<file path="src/common/lpif_link_pkg.sv">
package lpif_link_pkg;

  ////////////////////////////////////////
  // Widths

  localparam int LINK_WORD_W = 89;
  localparam int PHY_W       = 80;

  // Upstream and downstream field widths
  localparam int STATE_W  = 4;
  localparam int PROTID_W = 2;
  localparam int CRC_W    = 16;
  localparam int DATA_W   = 64;

  ////////////////////////////////////////
  // Link word layout

  localparam int VALID_BIT     = 0;
  localparam int CRC_VALID_BIT = 1;
  localparam int DVALID_BIT    = 2;
  localparam int PROTID_LSB    = 3;
  localparam int STATE_LSB     = 5;
  localparam int CRC_LSB       = 9;
  localparam int DATA_LSB      = 25;

  ////////////////////////////////////////
  // Lane layout

  // Lane 0 control bits
  localparam int STB_BIT       = 0;
  localparam int MRK_BIT       = 1;
  localparam int CRD_BIT       = 2;
  // First word bit on lane 0, above the control bits
  localparam int LANE_DATA_LSB = 3;

  // Word bits per beat
  localparam int G2_LANE0_BITS = 77;
  localparam int G2_LANE1_BITS = 12;
  localparam int G1_LANE0_BITS = 37;
  localparam int G1_LANE1_BITS = 40;

  // Link state field
  typedef enum logic [3:0] {
    lpif_reset      = 4'h0,
    lpif_active     = 4'h1,
    lpif_idle       = 4'h2,
    lpif_retrain    = 4'h3,
    lpif_link_error = 4'h4
  } lpif_state_e;

  // Online delay machine
  typedef enum logic [1:0] {
    sync_offline  = 2'd0,
    sync_counting = 2'd1,
    sync_online   = 2'd2
  } sync_state_e;

  // Gen1 beat position
  typedef enum logic {
    phase_first  = 1'b0,
    phase_second = 1'b1
  } beat_phase_e;

endpackage

</file>
<file path="src/auto_sync/lpif_auto_sync.sv">
`timescale 1ns/1ps

module lpif_auto_sync (
  input  logic       clk_wr,
  input  logic       rst_n,

  input  logic       tx_online,
  input  logic       rx_online,
  input  logic [7:0] delay_x_value,
  input  logic [7:0] delay_xz_value,

  output logic       tx_online_delay,
  output logic       rx_online_delay,
  output logic [1:0] tx_mrk,
  output logic       tx_stb
);

  // Index 0 is transmit, index 1 is receive
  logic [1:0]      side_en;
  logic [1:0][7:0] side_dly;
  logic [1:0]      side_online;
  // Marker toggle, high means the next beat is a first beat
  logic            mrk_q;

  assign side_en  = {rx_online, tx_online};
  assign side_dly = {delay_x_value, delay_xz_value};

  ////////////////////////////////////////
  // Online delay machines

  for (genvar i = 0; i < 2; i++) begin : g_side
    lpif_link_pkg::sync_state_e state;
    logic [7:0]                 cnt;

    always_ff @(posedge clk_wr) begin
      if (!rst_n) begin
        state <= lpif_link_pkg::sync_offline;
        cnt   <= '0;
      end else if (!side_en[i]) begin
        // Enable dropped, go offline next cycle
        state <= lpif_link_pkg::sync_offline;
        cnt   <= '0;
      end else begin
        case (state)
          lpif_link_pkg::sync_offline: begin
            // Zero delay goes straight online
            if (side_dly[i] == 8'd0) begin
              state <= lpif_link_pkg::sync_online;
            end else begin
              state <= lpif_link_pkg::sync_counting;
              cnt   <= side_dly[i] - 8'd1;
            end
          end
          lpif_link_pkg::sync_counting: begin
            if (cnt == 8'd0) begin
              state <= lpif_link_pkg::sync_online;
            end else begin
              cnt <= cnt - 8'd1;
            end
          end
          // Online holds until the enable falls
          default: state <= lpif_link_pkg::sync_online;
        endcase
      end
    end

    assign side_online[i] = (state == lpif_link_pkg::sync_online);
  end

  assign tx_online_delay = side_online[0];
  assign rx_online_delay = side_online[1];

  ////////////////////////////////////////
  // Strobe and marker

  // Strobe on every beat while online
  assign tx_stb = side_online[0];

  // Preset while offline so the first online beat may start a word
  always_ff @(posedge clk_wr) begin
    if (!rst_n) begin
      mrk_q <= 1'b1;
    end else if (!side_online[0]) begin
      mrk_q <= 1'b1;
    end else begin
      mrk_q <= ~mrk_q;
    end
  end

  // Upper marker bit reserved
  assign tx_mrk = {1'b0, mrk_q};

endmodule

</file>
<file path="src/verilog/lpif_field_pack.sv">
`timescale 1ns/1ps

module lpif_field_pack (
  input  logic                                   clk_wr,
  input  logic                                   rst_n,
  input  logic                                   tx_accept,

  // Upstream fields
  input  logic [lpif_link_pkg::STATE_W-1:0]      ustrm_state,
  input  logic [lpif_link_pkg::PROTID_W-1:0]     ustrm_protid,
  input  logic [lpif_link_pkg::DATA_W-1:0]       ustrm_data,
  input  logic                                   ustrm_dvalid,
  input  logic [lpif_link_pkg::CRC_W-1:0]        ustrm_crc,
  input  logic                                   ustrm_crc_valid,
  input  logic                                   ustrm_valid,

  output logic [lpif_link_pkg::LINK_WORD_W-1:0]  tx_word,
  output logic                                   tx_word_valid,

  input  logic [lpif_link_pkg::LINK_WORD_W-1:0]  rx_word,
  input  logic                                   rx_word_valid,
  input  logic                                   rx_online_delay,

  // Downstream fields
  output logic [lpif_link_pkg::STATE_W-1:0]      dstrm_state,
  output logic [lpif_link_pkg::PROTID_W-1:0]     dstrm_protid,
  output logic [lpif_link_pkg::DATA_W-1:0]       dstrm_data,
  output logic                                   dstrm_dvalid,
  output logic [lpif_link_pkg::CRC_W-1:0]        dstrm_crc,
  output logic                                   dstrm_crc_valid,
  output logic                                   dstrm_valid
);

  lpif_link_pkg::lpif_state_e rx_state;
  logic                       rx_take;

  ////////////////////////////////////////
  // Pack

  always_comb begin
    tx_word = '0;
    // Valid only for words the credit logic took
    tx_word[lpif_link_pkg::VALID_BIT]     = ustrm_valid && tx_accept;
    tx_word[lpif_link_pkg::CRC_VALID_BIT] = ustrm_crc_valid;
    tx_word[lpif_link_pkg::DVALID_BIT]    = ustrm_dvalid;
    tx_word[lpif_link_pkg::PROTID_LSB +: lpif_link_pkg::PROTID_W] = ustrm_protid;
    tx_word[lpif_link_pkg::STATE_LSB +: lpif_link_pkg::STATE_W]   = ustrm_state;
    tx_word[lpif_link_pkg::CRC_LSB +: lpif_link_pkg::CRC_W]       = ustrm_crc;
    tx_word[lpif_link_pkg::DATA_LSB +: lpif_link_pkg::DATA_W]     = ustrm_data;
  end

  assign tx_word_valid = tx_accept;

  ////////////////////////////////////////
  // Unpack

  assign rx_take = rx_word_valid && rx_online_delay;

  // Flags and link state
  always_ff @(posedge clk_wr) begin
    if (!rst_n) begin
      dstrm_valid     <= 1'b0;
      dstrm_dvalid    <= 1'b0;
      dstrm_crc_valid <= 1'b0;
      rx_state        <= lpif_link_pkg::lpif_reset;
    end else if (rx_take) begin
      dstrm_valid     <= rx_word[lpif_link_pkg::VALID_BIT];
      dstrm_dvalid    <= rx_word[lpif_link_pkg::DVALID_BIT];
      dstrm_crc_valid <= rx_word[lpif_link_pkg::CRC_VALID_BIT];
      rx_state        <= lpif_link_pkg::lpif_state_e'(
                           rx_word[lpif_link_pkg::STATE_LSB +: lpif_link_pkg::STATE_W]);
    end else begin
      // One-cycle flags, state holds
      dstrm_valid     <= 1'b0;
      dstrm_dvalid    <= 1'b0;
      dstrm_crc_valid <= 1'b0;
    end
  end

  // Payload holds between words
  always_ff @(posedge clk_wr) begin
    if (rx_take) begin
      dstrm_protid <= rx_word[lpif_link_pkg::PROTID_LSB +: lpif_link_pkg::PROTID_W];
      dstrm_crc    <= rx_word[lpif_link_pkg::CRC_LSB +: lpif_link_pkg::CRC_W];
      dstrm_data   <= rx_word[lpif_link_pkg::DATA_LSB +: lpif_link_pkg::DATA_W];
    end
  end

  assign dstrm_state = rx_state;

endmodule

</file>
<file path="src/phy_concat/lpif_phy_concat.sv">
`timescale 1ns/1ps

module lpif_phy_concat (
  input  logic                                  clk_wr,
  input  logic                                  rst_n,
  input  logic                                  m_gen2_mode,
  input  logic                                  tx_online_delay,
  input  logic                                  rx_online_delay,
  input  logic                                  tx_stb,
  input  logic [1:0]                            tx_mrk,

  input  logic [lpif_link_pkg::LINK_WORD_W-1:0] tx_word,
  input  logic                                  tx_word_valid,
  input  logic                                  crd_return_req,

  // PHY lanes
  output logic [lpif_link_pkg::PHY_W-1:0]       tx_phy0,
  output logic [lpif_link_pkg::PHY_W-1:0]       tx_phy1,
  input  logic [lpif_link_pkg::PHY_W-1:0]       rx_phy0,
  input  logic [lpif_link_pkg::PHY_W-1:0]       rx_phy1,

  output logic [lpif_link_pkg::LINK_WORD_W-1:0] rx_word,
  output logic                                  rx_word_valid,
  output logic                                  crd_return_seen,
  output logic                                  tx_busy
);

  // Gen1 first beat carries the head, second beat the tail
  localparam int G1_HEAD_W = lpif_link_pkg::G1_LANE0_BITS + lpif_link_pkg::G1_LANE1_BITS;
  localparam int G1_TAIL_W = lpif_link_pkg::LINK_WORD_W - G1_HEAD_W;
  localparam int DLSB      = lpif_link_pkg::LANE_DATA_LSB;

  lpif_link_pkg::beat_phase_e              tx_phase;
  lpif_link_pkg::beat_phase_e              tx_phase_nxt;
  logic [lpif_link_pkg::LINK_WORD_W-1:0]   tx_beat_word;
  logic [G1_TAIL_W-1:0]                    tx_hold;
  logic [lpif_link_pkg::PHY_W-1:0]         tx_lane0_nxt;
  logic [lpif_link_pkg::PHY_W-1:0]         tx_lane1_nxt;

  logic                                    rx_stb;
  logic                                    rx_mrk;
  logic                                    rx_head_ok;
  logic [G1_HEAD_W-1:0]                    rx_hold;
  logic [lpif_link_pkg::LINK_WORD_W-1:0]   rx_g2_word;

  ////////////////////////////////////////
  // Transmit

  // Idle beats carry a zero word
  assign tx_beat_word = tx_word_valid ? tx_word : '0;
  assign tx_phase_nxt = (tx_mrk == 2'b01) ? lpif_link_pkg::phase_first
                                          : lpif_link_pkg::phase_second;
  // No word may start while a Gen1 head is on the wire
  assign tx_busy = !m_gen2_mode && (tx_phase == lpif_link_pkg::phase_first);

  always_comb begin
    tx_lane0_nxt = '0;
    tx_lane1_nxt = '0;
    tx_lane0_nxt[lpif_link_pkg::STB_BIT] = tx_stb;
    tx_lane0_nxt[lpif_link_pkg::CRD_BIT] = crd_return_req;
    if (m_gen2_mode) begin
      // Whole word in one beat, every beat marked
      tx_lane0_nxt[lpif_link_pkg::MRK_BIT] = 1'b1;
      tx_lane0_nxt[DLSB +: lpif_link_pkg::G2_LANE0_BITS] =
        tx_beat_word[0 +: lpif_link_pkg::G2_LANE0_BITS];
      tx_lane1_nxt[0 +: lpif_link_pkg::G2_LANE1_BITS] =
        tx_beat_word[lpif_link_pkg::G2_LANE0_BITS +: lpif_link_pkg::G2_LANE1_BITS];
    end else if (tx_phase_nxt == lpif_link_pkg::phase_first) begin
      // Gen1 head, low 40 bits of each lane
      tx_lane0_nxt[lpif_link_pkg::MRK_BIT] = 1'b1;
      tx_lane0_nxt[DLSB +: lpif_link_pkg::G1_LANE0_BITS] =
        tx_beat_word[0 +: lpif_link_pkg::G1_LANE0_BITS];
      tx_lane1_nxt[0 +: lpif_link_pkg::G1_LANE1_BITS] =
        tx_beat_word[lpif_link_pkg::G1_LANE0_BITS +: lpif_link_pkg::G1_LANE1_BITS];
    end else begin
      // Gen1 tail, marker clear
      tx_lane0_nxt[DLSB +: G1_TAIL_W] = tx_hold;
    end
  end

  // Tail kept for the second beat
  always_ff @(posedge clk_wr) begin
    if (tx_phase_nxt == lpif_link_pkg::phase_first) begin
      tx_hold <= tx_beat_word[G1_HEAD_W +: G1_TAIL_W];
    end
  end

  always_ff @(posedge clk_wr) begin
    if (!rst_n) begin
      tx_phy0  <= '0;
      tx_phy1  <= '0;
      tx_phase <= lpif_link_pkg::phase_second;
    end else if (!tx_online_delay) begin
      // Quiet lanes while offline
      tx_phy0  <= '0;
      tx_phy1  <= '0;
      tx_phase <= lpif_link_pkg::phase_second;
    end else begin
      tx_phy0  <= tx_lane0_nxt;
      tx_phy1  <= tx_lane1_nxt;
      tx_phase <= tx_phase_nxt;
    end
  end

  ////////////////////////////////////////
  // Receive

  // Only strobed beats count
  assign rx_stb = rx_online_delay && rx_phy0[lpif_link_pkg::STB_BIT];
  assign rx_mrk = rx_phy0[lpif_link_pkg::MRK_BIT];
  assign crd_return_seen = rx_stb && rx_phy0[lpif_link_pkg::CRD_BIT];

  assign rx_g2_word = {rx_phy1[0 +: lpif_link_pkg::G2_LANE1_BITS],
                       rx_phy0[DLSB +: lpif_link_pkg::G2_LANE0_BITS]};

  // Gen1 head capture
  always_ff @(posedge clk_wr) begin
    if (!m_gen2_mode && rx_stb && rx_mrk) begin
      rx_hold <= {rx_phy1[0 +: lpif_link_pkg::G1_LANE1_BITS],
                  rx_phy0[DLSB +: lpif_link_pkg::G1_LANE0_BITS]};
    end
  end

  // Head seen with its valid bit, waiting for the tail
  always_ff @(posedge clk_wr) begin
    if (!rst_n || m_gen2_mode) begin
      rx_head_ok <= 1'b0;
    end else if (rx_stb) begin
      rx_head_ok <= rx_mrk && rx_phy0[DLSB + lpif_link_pkg::VALID_BIT];
    end
  end

  always_comb begin
    if (m_gen2_mode) begin
      rx_word       = rx_g2_word;
      rx_word_valid = rx_stb && rx_g2_word[lpif_link_pkg::VALID_BIT];
    end else begin
      rx_word       = {rx_phy0[DLSB +: G1_TAIL_W], rx_hold};
      rx_word_valid = rx_stb && !rx_mrk && rx_head_ok;
    end
  end

endmodule

</file>
<file path="src/verilog/lpif_credit_ctrl.sv">
`timescale 1ns/1ps

module lpif_credit_ctrl #(
  parameter int CREDIT_W = 8
) (
  input  logic                clk_wr,
  input  logic                rst_n,
  input  logic                tx_online_delay,
  input  logic [CREDIT_W-1:0] init_upstream_credit,

  input  logic                ustrm_valid,
  input  logic                tx_busy,
  input  logic                crd_return_seen,
  input  logic                rx_word_delivered,

  output logic                ustrm_credit_ok,
  output logic                tx_accept,
  output logic                crd_return_req,

  output logic [31:0]         tx_upstream_debug_status,
  output logic [31:0]         rx_downstream_debug_status
);

  logic [CREDIT_W-1:0] credit_cnt;
  // Credits owed to the far side
  logic [CREDIT_W-1:0] pend_cnt;
  logic                credit_up;
  logic                pend_up;

  assign ustrm_credit_ok = tx_online_delay && (credit_cnt != '0) && !tx_busy;
  assign tx_accept       = ustrm_valid && ustrm_credit_ok;
  // One return per transmitted beat
  assign crd_return_req  = tx_online_delay && (pend_cnt != '0);

  // Saturate at the top
  assign credit_up = crd_return_seen && (credit_cnt != '1);
  assign pend_up   = rx_word_delivered && (pend_cnt != '1);

  ////////////////////////////////////////
  // Credit counters

  always_ff @(posedge clk_wr) begin
    if (!rst_n) begin
      credit_cnt <= '0;
    end else if (!tx_online_delay) begin
      // Ready with the initial grant when going online
      credit_cnt <= init_upstream_credit;
    end else if (credit_up && !tx_accept) begin
      credit_cnt <= credit_cnt + 1'b1;
    end else if (tx_accept && !credit_up) begin
      credit_cnt <= credit_cnt - 1'b1;
    end
  end

  always_ff @(posedge clk_wr) begin
    if (!rst_n || !tx_online_delay) begin
      pend_cnt <= '0;
    end else if (pend_up && !crd_return_req) begin
      pend_cnt <= pend_cnt + 1'b1;
    end else if (crd_return_req && !pend_up) begin
      pend_cnt <= pend_cnt - 1'b1;
    end
  end

  // Debug: dropped offers and delivered words
  always_ff @(posedge clk_wr) begin
    if (!rst_n) begin
      tx_upstream_debug_status   <= '0;
      rx_downstream_debug_status <= '0;
    end else begin
      if (ustrm_valid && !ustrm_credit_ok) begin
        tx_upstream_debug_status <= tx_upstream_debug_status + 32'd1;
      end
      if (rx_word_delivered) begin
        rx_downstream_debug_status <= rx_downstream_debug_status + 32'd1;
      end
    end
  end

endmodule

</file>
<file path="src/verilog/lpif_link_top.sv">
`timescale 1ns/1ps

module lpif_link_top #(
  parameter int CREDIT_W = 8
) (
  input  logic                                  clk_wr,
  input  logic                                  rst_n,

  // Control
  input  logic                                  tx_online,
  input  logic                                  rx_online,
  input  logic [CREDIT_W-1:0]                   init_upstream_credit,

  // PHY lanes
  output logic [lpif_link_pkg::PHY_W-1:0]       tx_phy0,
  input  logic [lpif_link_pkg::PHY_W-1:0]       rx_phy0,
  output logic [lpif_link_pkg::PHY_W-1:0]       tx_phy1,
  input  logic [lpif_link_pkg::PHY_W-1:0]       rx_phy1,

  // Downstream
  output logic [lpif_link_pkg::STATE_W-1:0]     dstrm_state,
  output logic [lpif_link_pkg::PROTID_W-1:0]    dstrm_protid,
  output logic [lpif_link_pkg::DATA_W-1:0]      dstrm_data,
  output logic                                  dstrm_dvalid,
  output logic [lpif_link_pkg::CRC_W-1:0]       dstrm_crc,
  output logic                                  dstrm_crc_valid,
  output logic                                  dstrm_valid,

  // Upstream
  input  logic [lpif_link_pkg::STATE_W-1:0]     ustrm_state,
  input  logic [lpif_link_pkg::PROTID_W-1:0]    ustrm_protid,
  input  logic [lpif_link_pkg::DATA_W-1:0]      ustrm_data,
  input  logic                                  ustrm_dvalid,
  input  logic [lpif_link_pkg::CRC_W-1:0]       ustrm_crc,
  input  logic                                  ustrm_crc_valid,
  input  logic                                  ustrm_valid,
  output logic                                  ustrm_credit_ok,

  // Debug
  output logic [31:0]                           rx_downstream_debug_status,
  output logic [31:0]                           tx_upstream_debug_status,

  // Config
  input  logic                                  m_gen2_mode,
  input  logic [7:0]                            delay_x_value,
  input  logic [7:0]                            delay_xz_value
);

  ////////////////////////////////////////
  // Internal wires

  logic [lpif_link_pkg::LINK_WORD_W-1:0] tx_word;
  logic                                  tx_word_valid;
  logic [lpif_link_pkg::LINK_WORD_W-1:0] rx_word;
  logic                                  rx_word_valid;
  logic                                  tx_accept;
  logic                                  tx_busy;
  logic                                  crd_return_req;
  logic                                  crd_return_seen;
  logic                                  tx_online_delay;
  logic                                  rx_online_delay;
  logic [1:0]                            tx_mrk;
  logic                                  tx_stb;

  ////////////////////////////////////////
  // Blocks

  lpif_auto_sync i_auto_sync (
    .clk_wr          (clk_wr),
    .rst_n           (rst_n),
    .tx_online       (tx_online),
    .rx_online       (rx_online),
    .delay_x_value   (delay_x_value),
    .delay_xz_value  (delay_xz_value),
    .tx_online_delay (tx_online_delay),
    .rx_online_delay (rx_online_delay),
    .tx_mrk          (tx_mrk),
    .tx_stb          (tx_stb)
  );

  lpif_field_pack i_field_pack (
    .clk_wr          (clk_wr),
    .rst_n           (rst_n),
    .tx_accept       (tx_accept),
    .ustrm_state     (ustrm_state),
    .ustrm_protid    (ustrm_protid),
    .ustrm_data      (ustrm_data),
    .ustrm_dvalid    (ustrm_dvalid),
    .ustrm_crc       (ustrm_crc),
    .ustrm_crc_valid (ustrm_crc_valid),
    .ustrm_valid     (ustrm_valid),
    .tx_word         (tx_word),
    .tx_word_valid   (tx_word_valid),
    .rx_word         (rx_word),
    .rx_word_valid   (rx_word_valid),
    .rx_online_delay (rx_online_delay),
    .dstrm_state     (dstrm_state),
    .dstrm_protid    (dstrm_protid),
    .dstrm_data      (dstrm_data),
    .dstrm_dvalid    (dstrm_dvalid),
    .dstrm_crc       (dstrm_crc),
    .dstrm_crc_valid (dstrm_crc_valid),
    .dstrm_valid     (dstrm_valid)
  );

  lpif_phy_concat i_phy_concat (
    .clk_wr          (clk_wr),
    .rst_n           (rst_n),
    .m_gen2_mode     (m_gen2_mode),
    .tx_online_delay (tx_online_delay),
    .rx_online_delay (rx_online_delay),
    .tx_stb          (tx_stb),
    .tx_mrk          (tx_mrk),
    .tx_word         (tx_word),
    .tx_word_valid   (tx_word_valid),
    .crd_return_req  (crd_return_req),
    .tx_phy0         (tx_phy0),
    .tx_phy1         (tx_phy1),
    .rx_phy0         (rx_phy0),
    .rx_phy1         (rx_phy1),
    .rx_word         (rx_word),
    .rx_word_valid   (rx_word_valid),
    .crd_return_seen (crd_return_seen),
    .tx_busy         (tx_busy)
  );

  // Delivered words drive the credit returns
  lpif_credit_ctrl #(
    .CREDIT_W (CREDIT_W)
  ) i_credit_ctrl (
    .clk_wr                     (clk_wr),
    .rst_n                      (rst_n),
    .tx_online_delay            (tx_online_delay),
    .init_upstream_credit       (init_upstream_credit),
    .ustrm_valid                (ustrm_valid),
    .tx_busy                    (tx_busy),
    .crd_return_seen            (crd_return_seen),
    .rx_word_delivered          (dstrm_valid),
    .ustrm_credit_ok            (ustrm_credit_ok),
    .tx_accept                  (tx_accept),
    .crd_return_req             (crd_return_req),
    .tx_upstream_debug_status   (tx_upstream_debug_status),
    .rx_downstream_debug_status (rx_downstream_debug_status)
  );

endmodule

</file>
<file path="config.mk">
export PLATFORM = sky130hd
export DESIGN_NAME = lpif_link_top
export DESIGN_NICKNAME = d
export VERILOG_FILES = /design/src/common/lpif_link_pkg.sv /design/src/auto_sync/lpif_auto_sync.sv /design/src/verilog/lpif_field_pack.sv /design/src/phy_concat/lpif_phy_concat.sv /design/src/verilog/lpif_credit_ctrl.sv /design/src/verilog/lpif_link_top.sv
export SDC_FILE = /design/constraint.sdc
export NUM_CORES = 1
export LEC_CHECK = 0
export BUFFER_PORTS_ARGS = -buffer_cell sky130_fd_sc_hd__clkbuf_2
export CAP_MARGIN = 0
export CORE_AREA = 2 2 230 232
export CTS_CLUSTER_SIZE = 30
export DETAILED_ROUTE_END_ITERATION = 6
export DIE_AREA = 0 0 232 234
export HOLD_SLACK_MARGIN = 0.02
export PLACE_DENSITY = 0.55
export SETUP_SLACK_MARGIN = 0.02
export SKIP_LAST_GASP = 1
export SYNTH_ARGS = -nofsm -noshare
export SYNTH_HDL_FRONTEND = slang
export SYNTH_HIERARCHICAL = 1
export SYNTH_SLANG_ARGS = --single-unit
</file>
<file path="constraint.sdc">
create_clock -name clk_wr -period 11.9 [get_ports clk_wr]
set_input_delay 1.19 -clock clk_wr [delete_from_list [all_inputs] [get_ports clk_wr]]
set_output_delay 1.19 -clock clk_wr [all_outputs]
set_load 0.01 [all_outputs]
</file>
==> results.cfg <==
[synthesis]
netlist_area_um2 = 16900
avgSynthCellArea_um2 = 11.5
synthFlopType = dfxtp_1
ys_types = 73
synth_async_sr_flop_share_pct = 0
synth_edf_count = 171
synth_seq_cells = 401
synth_warnings = 6
synth_cells = 1464
synth-seq-area-share_pct = 57.6

[worst_setup_path]
cpMaxStageDelayCell = buf_4
cp-start-kind = primary input
endpoint_kind = register
crit_arrival_ns = 3.83
worstPathRequired_ns = 12.10
path_cells = buf_4 > buf_4 > nand2_1 > a21oi_1 > and2_4 > buf_4
crit_fanout = 67
slowest_delay_ns = 0.76
worstSetupPathType = in2reg
path_common_cell = buf_4

[placed_design]
io_buffers = 511
globalplace.congestion = 0.837
place_ws_ns = 7.57
place_inst = 2520
hpwlAfterDp_um = 31400

[clocking]
cts_tree = built
cts_root_buf = clkbuf_16
clock_sinks = 401
ctsResizeCount = 0
cts_setup_buffers = 0
cts_hold_buf = 0
clk_pin_slew_ns = 0.06
htreeDepth = 2
cts.path.max_buffers = 3
cts_made_buffers = 45
clk-insertion-delay-late_ns = 0.57

[power_and_ir_drop]
p_leak_nw = 8.62
peakVddDrop_v = 0.0000923
powerDensity_nw_per_um2 = 146

[sta]
hold_violations = 0
worst_hold_slack_ns = 0.417
relSlewSlack_pct = 27.0
max_freq_mhz = 275
final.period_utilization_pct = 30.5
worst_slack_ns = 8.26
setup_violations = 0
min_period_ns = 3.64
drv_slew = 0
tightestPinTransition_ns = 1.09
fin_tns_setup_ns = 0
finClkSkew_ns = 0.0144
rsz0062_at_grt = no

[final_layout]
drive_gt1_share_pct = 36.7
utilization_pct = 39.7
n_antenna_cell = 0
syn2layout_area_growth_pct = 22.4
nets = 2177
instances_no_fill = 2604

[global_route]
grt_usage_pct = 15.2
grt_max_degree = 94
antenna_found_initial = 1
grt_overflow = 0
first_global_vias = 11400
grt_first_pass_wirelength_um = 64800

[floorplanning]
std_cell_rows = 84
die_h_um = 234
dieArea_um2 = 54300
start_util_pct = 32.5
core-area_um2 = 52000
dieWidth_um = 232
io_pins = 592

[detailed_routing]
dr_total_vias = 12000
drc = 0
drt_iter0_markers = 529
via_per_inst = 4.61
wirelength_um = 44000
drt.antenna.violating_nets = 0
avgRoutedWirePerCell_um = 16.9
drtPass1Iterations = 5

[job]
maxCapViolCount = 0

[hold_path]
hold_path_class = reg2reg

[run_status]
status = complete, no violations
==> cell families (layout without fill, tap and decap cells) <==
group           count (synthesis)  count (layout)  share of synthesized area [%]
simple gates                  486             486                           14.8
flops                         401             401                           57.6
buf+inv                       219             632                           8.69
compound gates                154             154                           6.00
mux                           117             117                           7.89
xor+xnor                       65              65                           3.37
fa+ha+maj                      20              20                           1.57
other cells                     2              41                         0.0444
==> sequential cells by signal (all words and copies together), names as in the netlist <==
register	cells
i_phy_concat/tx_phy1	40
i_credit_ctrl/pend_cnt	8
i_credit_ctrl/rx_downstream_debug_status	32
i_phy_concat/rx_head_ok	1
i_field_pack/dstrm_valid	1
i_field_pack/dstrm_dvalid	1
i_auto_sync/g_side.cnt	16
i_field_pack/dstrm_state	4
i_phy_concat/tx_phy0	80
i_auto_sync/g_side.state	4
i_field_pack/dstrm_data	64
i_auto_sync/mrk_q	1
i_field_pack/dstrm_crc	16
i_phy_concat/tx_phase	1
i_field_pack/dstrm_protid	2
i_field_pack/dstrm_crc_valid	1
i_credit_ctrl/credit_cnt	8
i_phy_concat/rx_hold	77
i_credit_ctrl/tx_upstream_debug_status	32
i_phy_concat/tx_hold	12
==> critical path: cells and delay by family <==
family                 cells  cell delay, ns
AO/OA/AOI/OAI              1            0.43
buffers and inverters      3            1.55
AND/OR/NAND/NOR            2            0.56
==> synth_stat cells, drive strengths merged, types with 12 or more instances <==
| cell type | count | share of area, % |
|---|---|---|
| o2111ai | 13 | 0.67 |
| o22ai | 13 | 0.48 |
| nor2 | 110 | 2.4 |
| nand4 | 24 | 0.89 |
| nor2b | 13 | 0.48 |
| and3 | 20 | 0.74 |
| mux2i | 27 | 1.6 |
| a21oi | 24 | 0.73 |
| mux2 | 90 | 6.2 |
| and2 | 84 | 3.1 |
| nand2b | 14 | 0.52 |
| o21ai | 48 | 1.4 |
| ha | 18 | 1.3 |
| edfxtp | 171 | 30 |
| xnor2 | 53 | 2.7 |
| inv | 26 | 0.58 |
| dfxtp | 230 | 27 |
| nand2 | 117 | 2.6 |
| xor2 | 12 | 0.62 |
| nand3 | 42 | 1.2 |
| buf | 176 | 7.7 |
| clkbuf | 17 | 0.38 |
| nor3 | 15 | 0.54 |
==> area by class of cell <==
| class | instances | area, µm² |
|---|---|---|
| Clock buffer | 59 | 1230 |
| Tap cell | 688 | 861 |
| Timing Repair Buffer | 522 | 2640 |
| Inverter | 26 | 97.6 |
| Fill cell | 5151 | 31300 |
| Multi-Input combinational cell | 883 | 5850 |
| Clock inverter | 25 | 259 |
| Sequential cell | 401 | 9740 |
==> cell usage in the layout (no fill, tap or decap), types with 18 or more instances in the layout <==
master / n
mux2_2: 77
nor2_1: 110
mux2i_1: 25
inv_1: 25
clkbuf_16: 45
nand3_1: 42
and2_1: 82
a21oi_1: 23
xnor2_1: 53
conb_1: 41
nand2_1: 115
nand4_1: 24
ha_1: 18
edfxtp_1: 171
clkbuf_2: 510
o21ai_0: 32
and3_1: 20
dfxtp_1: 230
==> per-layer routing <==
layer,GRT usage (%),share of wire (%),vias to the layer above
met1,18.3,41,5743
met4,4.57,2.3,2
met2,26.0,49,376
met3,4.47,7.4,71
met5,0,0.030,-
li1,-,-,5801
==> final timing paths <==
| check | startpoint | to | slack, ns | depth (start not counted) |
|---|---|---|---|---|
| worst min register to register | i_auto_sync/mrk_q | i_auto_sync/mrk_q | 0.42 | 1 |
| worst max register to register | i_auto_sync/g_side[0].state[1] | i_credit_ctrl/credit_cnt[7] | 8.66 | 12 |
| worst min-delay path | i_auto_sync/mrk_q | i_auto_sync/mrk_q | 0.42 | 1 |
| worst max-delay path | m_gen2_mode | i_field_pack/dstrm_data[29] | 8.26 | 6 |
==> power breakdown <==
| group | switching [mW] | total, mW | leakage, nW | internal, mW |
|---|---|---|---|---|
| Sequential | 0.0103 | 1.45 | 3.41 | 1.44 |
| Combinational | 0.0867 | 0.164 | 4.48 | 0.0777 |
| Clock | 0.581 | 1.40 | 0.730 | 0.822 |
==> through the flow <==
| step | cell area [µm²] | total power [mW] |
|---|---|---|
| 2_1_floorplan | 17000 | 1.61 |
| 3_5_place_dp | 19200 | 1.65 |
| 4_1_cts | 20700 | 3.06 |
| 5_1_grt | 20700 | 3.13 |
| 6_report | 20700 | 3.02 |
| 3_3_place_gp | 19200 | 1.64 |
(Power assumes the default switching activity.)
